`src/logic/spim_params.svh`:
```
`ifndef SPIM_PARAMS_SVH
`define SPIM_PARAMS_SVH

////////////////////////////////////////////////////////////
// spi master build constants
////////////////////////////////////////////////////////////

// bits moved per transfer, one byte
`define SPIM_DATA_W 8

// width of the divider setting in system clocks
// the setting must be even and at least 4
`define SPIM_PERIOD_W 6

// requesters sharing the engine
// the arbiter logic is written for exactly two
`define SPIM_NUM_REQ 2

`endif
```
`src/logic/spim_pkg.sv`:
```
`default_nettype none

`include "spim_params.svh"

package spim_pkg;

    ////////////////////////////////////////////////////////////
    // payload and configuration types
    ////////////////////////////////////////////////////////////

    // one transfer byte, shifted msb first
    typedef logic [`SPIM_DATA_W-1:0] spim_data_t;

    // system clocks per serial clock period
    typedef logic [`SPIM_PERIOD_W-1:0] spim_period_t;

    // index of the requester that owns the engine
    typedef logic [$clog2(`SPIM_NUM_REQ)-1:0] spim_req_idx_t;

    ////////////////////////////////////////////////////////////
    // engine fsm
    ////////////////////////////////////////////////////////////

    // idle   waiting for a start from the arbiter
    // sync   lining up with the next fall pulse
    // shift  moving the eight data bits
    // finish waiting for the fall pulse that closes the frame
    typedef enum logic [1:0] {
        IDLE   = 2'd0,
        SYNC   = 2'd1,
        SHIFT  = 2'd2,
        FINISH = 2'd3
    } spim_state_e;

endpackage

`default_nettype wire

```
`src/logic/spim_xfer_if.sv`:
```
`timescale 1ns/1ps
`default_nettype none

// one granted transfer between the arbiter and the shift engine
interface spim_xfer_if;
    import spim_pkg::*;

    // one cycle pulse from the arbiter
    logic       start;
    // held stable from start until done
    spim_data_t tx_data;
    // engine level, high from the cycle after start until done
    logic       busy;
    // single cycle end of transfer marker
    logic       done;
    // received byte, only meaningful while done is high
    spim_data_t rx_data;

    modport arb (
        output start,
        output tx_data,
        input  busy,
        input  done,
        input  rx_data
    );

    modport eng (
        input  start,
        input  tx_data,
        output busy,
        output done,
        output rx_data
    );

endinterface

`default_nettype wire

```
`src/logic/spim_top.sv`:
```
`timescale 1ns/1ps
`default_nettype none

module spim_top (
    input  logic                  clk,
    input  logic                  rstn,
    input  spim_pkg::spim_period_t cfg_sck_period,
    // requester a
    input  logic                  req_a,
    input  spim_pkg::spim_data_t   wdata_a,
    output logic                  done_a,
    output spim_pkg::spim_data_t   rdata_a,
    // requester b
    input  logic                  req_b,
    input  spim_pkg::spim_data_t   wdata_b,
    output logic                  done_b,
    output spim_pkg::spim_data_t   rdata_b,
    // spi pins
    output logic                  sck,
    output logic                  cs_n,
    output logic                  mosi,
    input  logic                  miso
);

    logic sck_en;
    logic spi_fall;
    logic spi_rise;

    // granted transfer from arbiter to engine
    spim_xfer_if u_xfer ();

    ////////////////////////////////////////////////////////////
    // request side
    ////////////////////////////////////////////////////////////

    spim_arbiter u_arbiter (
        .clk     (clk),
        .rstn    (rstn),
        .req_a   (req_a),
        .req_b   (req_b),
        .wdata_a (wdata_a),
        .wdata_b (wdata_b),
        .done_a  (done_a),
        .done_b  (done_b),
        .rdata_a (rdata_a),
        .rdata_b (rdata_b),
        .xfer    (u_xfer)
    );

    ////////////////////////////////////////////////////////////
    // serial side
    ////////////////////////////////////////////////////////////

    spim_engine u_engine (
        .clk      (clk),
        .rstn     (rstn),
        .xfer     (u_xfer),
        .spi_fall (spi_fall),
        .spi_rise (spi_rise),
        .sck_en   (sck_en),
        .cs_n     (cs_n),
        .mosi     (mosi),
        .miso     (miso)
    );

    // sck pin comes straight from the generator register
    spim_clkgen u_clkgen (
        .clk            (clk),
        .rstn           (rstn),
        .en             (sck_en),
        .cfg_sck_period (cfg_sck_period),
        .spi_clk        (sck),
        .spi_fall       (spi_fall),
        .spi_rise       (spi_rise)
    );

endmodule

`default_nettype wire

```
`src/logic/spim_engine.sv`:
```
`timescale 1ns/1ps
`default_nettype none

`include "spim_params.svh"

module spim_engine (
    input  logic     clk,
    input  logic     rstn,
    spim_xfer_if.eng xfer,
    input  logic     spi_fall,
    input  logic     spi_rise,
    output logic     sck_en,
    output logic     cs_n,
    output logic     mosi,
    input  logic     miso
);
    import spim_pkg::*;

    localparam int unsigned BIT_CNT_W = $clog2(`SPIM_DATA_W);
    localparam int unsigned MSB       = `SPIM_DATA_W - 1;

    spim_state_e            state;
    logic [BIT_CNT_W-1:0]   bit_cnt;
    logic                   busy_q;
    logic                   done_q;
    spim_data_t             tx_sr;
    spim_data_t             rx_sr;
    logic                   last_bit;

    // eighth sample of the frame
    assign last_bit = (bit_cnt == BIT_CNT_W'(MSB));

    ////////////////////////////////////////////////////////////
    // control fsm
    ////////////////////////////////////////////////////////////

    always_ff @(posedge clk or negedge rstn) begin
        if (!rstn) begin
            state   <= IDLE;
            bit_cnt <= '0;
            busy_q  <= 1'b0;
            done_q  <= 1'b0;
            cs_n    <= 1'b1;
            sck_en  <= 1'b0;
            mosi    <= 1'b0;
        end else begin
            // done is a single cycle pulse
            done_q <= 1'b0;
            case (state)
                IDLE: begin
                    if (xfer.start) begin
                        busy_q <= 1'b1;
                        state  <= SYNC;
                    end
                end
                SYNC: begin
                    // open the frame on a fall pulse so sck starts
                    // a clean half period later
                    if (spi_fall) begin
                        cs_n    <= 1'b0;
                        sck_en  <= 1'b1;
                        mosi    <= xfer.tx_data[MSB];
                        bit_cnt <= '0;
                        state   <= SHIFT;
                    end
                end
                SHIFT: begin
                    // next bit goes out on each fall pulse
                    if (spi_fall) begin
                        mosi <= tx_sr[MSB];
                    end
                    // count samples taken on rise pulses
                    if (spi_rise) begin
                        bit_cnt <= bit_cnt + 1'b1;
                        if (last_bit) begin
                            state <= FINISH;
                        end
                    end
                end
                FINISH: begin
                    // sck is already back high here
                    if (spi_fall) begin
                        cs_n   <= 1'b1;
                        sck_en <= 1'b0;
                        busy_q <= 1'b0;
                        done_q <= 1'b1;
                        state  <= IDLE;
                    end
                end
                default: begin
                    state <= IDLE;
                end
            endcase
        end
    end

    ////////////////////////////////////////////////////////////
    // data shift registers
    ////////////////////////////////////////////////////////////

    // tx holds the bits still to send, msb aligned
    // msb itself leaves straight from tx_data when the frame opens
    always_ff @(posedge clk) begin
        if (state == SYNC && spi_fall) begin
            tx_sr <= {xfer.tx_data[MSB-1:0], 1'b0};
        end else if (state == SHIFT && spi_fall) begin
            tx_sr <= {tx_sr[MSB-1:0], 1'b0};
        end
    end

    // rx fills from the lsb side, first sample ends up at the msb
    always_ff @(posedge clk) begin
        if (state == SHIFT && spi_rise) begin
            rx_sr <= {rx_sr[MSB-1:0], miso};
        end
    end

    assign xfer.busy    = busy_q;
    assign xfer.done    = done_q;
    assign xfer.rx_data = rx_sr;

endmodule

`default_nettype wire

```
`src/logic/spim_arbiter.sv`:
```
`timescale 1ns/1ps
`default_nettype none

module spim_arbiter (
    input  logic                clk,
    input  logic                rstn,
    input  logic                req_a,
    input  logic                req_b,
    input  spim_pkg::spim_data_t wdata_a,
    input  spim_pkg::spim_data_t wdata_b,
    output logic                done_a,
    output logic                done_b,
    output spim_pkg::spim_data_t rdata_a,
    output spim_pkg::spim_data_t rdata_b,
    spim_xfer_if.arb            xfer
);
    import spim_pkg::*;

    localparam spim_req_idx_t REQ_A = 1'b0;
    localparam spim_req_idx_t REQ_B = 1'b1;

    // current owner, doubles as the last served index
    spim_req_idx_t grant_q;
    spim_req_idx_t pick;
    logic          pending_q;
    logic          start_q;
    logic          grant_go;
    spim_data_t    tx_q;

    ////////////////////////////////////////////////////////////
    // round robin choice
    ////////////////////////////////////////////////////////////

    // under contention the requester not served last wins
    always_comb begin
        if (req_a && req_b) begin
            pick = ~grant_q;
        end else if (req_b) begin
            pick = REQ_B;
        end else begin
            pick = REQ_A;
        end
    end

    // engine free and no transfer of ours still in flight
    assign grant_go = (req_a || req_b) && !pending_q && !xfer.busy;

    ////////////////////////////////////////////////////////////
    // grant and start
    ////////////////////////////////////////////////////////////

    // pending spans start to done so a held req is not re-granted
    // reset owner is b, so a goes first
    always_ff @(posedge clk or negedge rstn) begin
        if (!rstn) begin
            start_q   <= 1'b0;
            pending_q <= 1'b0;
            grant_q   <= REQ_B;
        end else begin
            start_q <= 1'b0;
            if (grant_go) begin
                start_q   <= 1'b1;
                pending_q <= 1'b1;
                grant_q   <= pick;
            end else if (xfer.done) begin
                pending_q <= 1'b0;
            end
        end
    end

    // byte captured with the grant, stable until done
    always_ff @(posedge clk) begin
        if (grant_go) begin
            tx_q <= (pick == REQ_A) ? wdata_a : wdata_b;
        end
    end

    assign xfer.start   = start_q;
    assign xfer.tx_data = tx_q;

    ////////////////////////////////////////////////////////////
    // result routing
    ////////////////////////////////////////////////////////////

    // only the owner sees done and the received byte
    assign done_a  = xfer.done && (grant_q == REQ_A);
    assign done_b  = xfer.done && (grant_q == REQ_B);
    assign rdata_a = (grant_q == REQ_A) ? xfer.rx_data : '0;
    assign rdata_b = (grant_q == REQ_B) ? xfer.rx_data : '0;

endmodule

`default_nettype wire

```
`src/logic/spim_clkgen.sv`:
```
`timescale 1ns/1ps
`default_nettype none

module spim_clkgen (
    input  logic                  clk,
    input  logic                  rstn,
    input  logic                  en,
    input  spim_pkg::spim_period_t cfg_sck_period,
    output logic                  spi_clk,
    output logic                  spi_fall,
    output logic                  spi_rise
);
    import spim_pkg::*;

    spim_period_t half_period;
    spim_period_t clk_cnt;

    // half of the programmed period, setting is even
    assign half_period = cfg_sck_period >> 1;

    ////////////////////////////////////////////////////////////
    // serial clock
    ////////////////////////////////////////////////////////////

    // low for the second half of each period while enabled
    // first low phase starts at the half point after en rises
    always_ff @(posedge clk or negedge rstn) begin
        if (!rstn) begin
            spi_clk <= 1'b1;
        end else if (!en) begin
            // idle level, clock polarity high
            spi_clk <= 1'b1;
        end else if (clk_cnt == half_period) begin
            spi_clk <= 1'b0;
        end else if (clk_cnt == cfg_sck_period) begin
            spi_clk <= 1'b1;
        end
    end

    ////////////////////////////////////////////////////////////
    // free running phase pulses
    ////////////////////////////////////////////////////////////

    // counter runs 1..period regardless of en
    // rise pulse at the half point, fall pulse at the wrap
    always_ff @(posedge clk or negedge rstn) begin
        if (!rstn) begin
            clk_cnt  <= spim_period_t'(1);
            spi_fall <= 1'b0;
            spi_rise <= 1'b0;
        end else if (clk_cnt == half_period) begin
            clk_cnt  <= clk_cnt + 1'b1;
            spi_fall <= 1'b0;
            spi_rise <= 1'b1;
        end else if (clk_cnt == cfg_sck_period) begin
            // wrap back to the start of the period
            clk_cnt  <= spim_period_t'(1);
            spi_fall <= 1'b1;
            spi_rise <= 1'b0;
        end else begin
            clk_cnt  <= clk_cnt + 1'b1;
            spi_fall <= 1'b0;
            spi_rise <= 1'b0;
        end
    end

endmodule

`default_nettype wire

```
`config.mk`:
```
export PLATFORM = sky130hd
export DESIGN_NAME = spim_top
export DESIGN_NICKNAME = d
export VERILOG_FILES = /design/src/logic/spim_pkg.sv /design/src/logic/spim_xfer_if.sv /design/src/logic/spim_top.sv /design/src/logic/spim_engine.sv /design/src/logic/spim_arbiter.sv /design/src/logic/spim_clkgen.sv
export VERILOG_INCLUDE_DIRS = /design/src /design/src/logic
export SDC_FILE = /design/constraint.sdc
export NUM_CORES = 1
export LEC_CHECK = 0
export BUFFER_PORTS_ARGS = -buffer_cell sky130_fd_sc_hd__buf_2
export CORE_MARGIN = 5
export CORE_UTILIZATION = 55
export CTS_CLUSTER_SIZE = 28
export DETAILED_ROUTE_END_ITERATION = 16
export GPL_TIMING_DRIVEN = 0
export PLACE_DENSITY_LB_ADDON = 0.08
export SYNTH_ARGS = -nofsm -noshare
export SYNTH_HDL_FRONTEND = slang
export SYNTH_SLANG_ARGS = --single-unit
```
`constraint.sdc`:
```
create_clock -name clk -period 5 [get_ports clk]
set_input_delay 0 -clock clk [delete_from_list [all_inputs] [get_ports clk]]
set_output_delay 0 -clock clk [all_outputs]
set_load 0.02 [all_outputs]
```
==> results.md <==
- Net Count, Synth: ~200
- Total GRT Usage: between 15 and 20%
- Clk buf depth: 2
- DR iter-0 viols: 31
- GR Overflow Total: 0
- Cell Rows: 23
- CTS H-tree depth: 2
- Non-filler cells, final: around 290
- Synth Flop Type: edfxtp_1
- Setup TNS: 0 ns
- Synth Area in Simple Gates: 12.0%
- Nets: about 270
- Die boundary height: 73.1 um
- Residual DRC count: 0
- Mux share of post-synthesis cell area: approximately 8.7%
- ANT nets after route: 0
- Post-cts gate resize count: 0
- VDD IR-drop max: roughly 290 uV
- Worst path required time: between 5 and 6 ns
- Synth Area in Adders: 4.57%
- Die width: approximately 73 um
- HP Class: primary input to flip-flop
- Synth Area in Compound Gates: 8.28%
- CTS Root Buffer Type: clkbuf_8
- Synth Area per Inst: 13.0 um^2
- Initial antenna violation count: 0
- Largest net degree at the start of global routing: 23
- WHS: about 0.0095 ns
- Outcome: completed
- Port buffer count: 47
- CTS tree: built
- Storage cell area: 1250 um^2
- Final period utilization: between 40% and 50%
- Final setup viols: 0
- Core box area: 3940 um^2
- Leakage power: between 1 and 1.5 nW
- Critical path peak fanout: 9
- Num CTS Buffers: 5
- Worst EP arrival: about 2.1 ns
- Die Area: roughly 5300 um^2
- Final Power: about 0.0012 W
- Clock Pin Slew Worst Setup and Hold Paths: ~0.08 ns
- Xor/xnor cell area share of the yosys netlist: under 10%
- Fill cell count: 290
- Final WL: just over 4000 um
- Starting Density: 55.6%
- Register area share after synthesis: 56.9%
- Syn Std Cell Area: 2190 um^2
- Placer's final routability congestion estimate: between 0.8 and 0.9
- Fin crit period: 2.03 ns
- RSZ-0062 raised after global routing: false
- Area of the multi-input gates: roughly 890 um^2
- Distinct cells, synth: 38
- Boundary pin count: 48
- Total of warnings raised by yosys: 0
- Vias in the first global route: about 1500
- Synthesized netlist cell count: 169
- Setup CP Type: flip-flop to flip-flop
- Vias: around 1500
- Flops & latches, synth: 45
- Sink Count: 45
- Number of antenna repair diodes: 0
- Main combinational cell family by area after synthesis: simple AND/OR/NAND/NOR gates
- CP Launch Type: flip-flop
- Hold Vio Cnt, Final: 0
- Fin Clk Skew: a little under 0.01 ns
- Max Cap Viol: 0
- DP Wirelength: 2970 um
- Slew HR: between 30% and 40%
- Pwr Density: about 420 nW/um^2
- Slew at the pin closest to its max-slew limit: between 0.9 and 1 ns
- Slew Viols, Final: 0
- Worst skew pair latency: 0.29 ns
- Layout cells sized above 1: a little over a third
- Area Growth Syn to Fin: 25.6%
- Dpl cells: between 200 and 300
- Peak Freq: just under 500 MHz
- Nature of the critical path endpoint: flip-flop
- Core Util, Final: between 60% and 70%
- Vias/cell: approximately 5.0
- First-pass GRT wire length: between 6000 and 7000 um
- Drt pass-1 iters: 4
- Async set-or-reset flop fraction in the synthesized netlist: 48.9%
- EDFF count, synth: 23
- DR WL/cell: 14.2 um
flip-flops by register name (all words and copies together) (netlist names), 2 cells and up:
register	count
u_arbiter.xfer.tx_data	8
u_clkgen.clk_cnt	6
u_engine.bit_cnt	3
u_engine.state	2
u_engine.tx_sr	7
u_engine.xfer.rx_data	8
cell families (layout without fill, tap and decap cells):
logic type | Yosys count | count (layout)
AND/OR/NAND/NOR | 46 | 46
flip-flops | 45 | 45
AO/OA/AOI/OAI | 24 | 24
multiplexers | 17 | 17
XOR/XNOR | 15 | 15
buffers and inverters | 14 | 84
adder cells (fa/ha/maj) | 8 | 8
through the flow:
step                      instance area [um^2]  worst slack [ns]
after global routing                      2750              2.90
after CTS                                 2710              2.99
after detailed placement                  2490              3.23
final                                     2750              2.97
after floorplan                           2190              3.34
after global placement                    2490              2.93
worst max-delay path, stage by stage, from the launching register on:
cell and delay [ns]:
dfstp_2 0.38, a21boi_2 0.45, mux2_2 0.40, dlygate4sd3_1 0.55
layer usage:
metal | wire length (um) | up-vias | global-route usage, % | share of wire, %
li1 | - | 731 | - | -
met1 | 1620 | 690 | 17.9 | 39
met2 | 2210 | 32 | 29.9 | 54
met3 | 218 | 6 | 4.96 | 5.3
met4 | 61 | 0 | 6.76 | 1.5
met5 | 0 | - | 0 | 0
final timing paths:
path	start	to	slack, ns	depth (start not counted)
worst max-delay path	u_arbiter.grant_q	u_arbiter.xfer.tx_data[2]	2.97	3
worst min-delay path	wdata_a[7]	u_arbiter.xfer.tx_data[7]	0.01	2
worst max register to register	u_arbiter.grant_q	u_arbiter.xfer.tx_data[2]	2.97	3
worst min register to register	u_engine.xfer.rx_data[4]	u_engine.xfer.rx_data[5]	0.47	0
max in group asynchronous	rstn	u_clkgen.clk_cnt[0]	4.45	2
min in group asynchronous	rstn	u_clkgen.spi_fall	0.20	2
cells in the mapped netlist, drive strengths merged, types with 4 or more instances:
master,count,area share (%)
clkbuf,4,0.74
and2,11,3.1
xnor2,6,3.1
a21oi,4,0.91
edfxtp,23,32
nor2b,9,2.6
inv,7,1.2
nand2,6,1.0
mux2,16,8.2
ha,8,4.6
o21ai,5,1.1
nor2,10,1.7
dfstp,4,4.8
xor2,9,3.6
dfrtp,18,21
report_power, final:
part | internal [W] | switching [W] | total (W)
Combinational | 0.000172 | 0.000208 | 0.000379
Clock | 0.000148 | 0.000115 | 0.000263
Sequential | 0.000454 | 0.0000550 | 0.000509
final cells by class:
cell class,instances,area share [%]
multi-input cells,110,32.2
clock inverters,2,1.27
repair buffers,62,14.0
clock buffers,6,2.64
well taps,50,2.27
plain buffers,7,1.36
inverters,7,0.955
flip-flops and latches,45,45.3
what timing repair did:
| action | in CTS | in global routing |
|---|---|---|
| endpoints found under the hold margin | 25 | 4 |
| buffers inserted | 0 | 0 |
| hold buffers | 11 | 4 |
layout by cell type, fill, tap and decap left out, types with 3 or more instances in the layout:
cell type	Yosys	final
a21oi_1	4	4
a22o_1	3	3
and2_1	11	11
buf_2	2	49
clkbuf_1	3	4
clkbuf_8	0	5
dfrtp_1	18	18
dfstp_2	4	4
dlygate4sd3_1	0	15
edfxtp_1	23	23
ha_1	8	8
inv_1	7	7
mux2_2	16	16
nand2_1	6	6
nor2_1	10	10
nor2b_1	9	9
o21ai_0	5	5
xnor2_1	4	4
xor2_1	9	9
(Power assumes the default switching activity.)
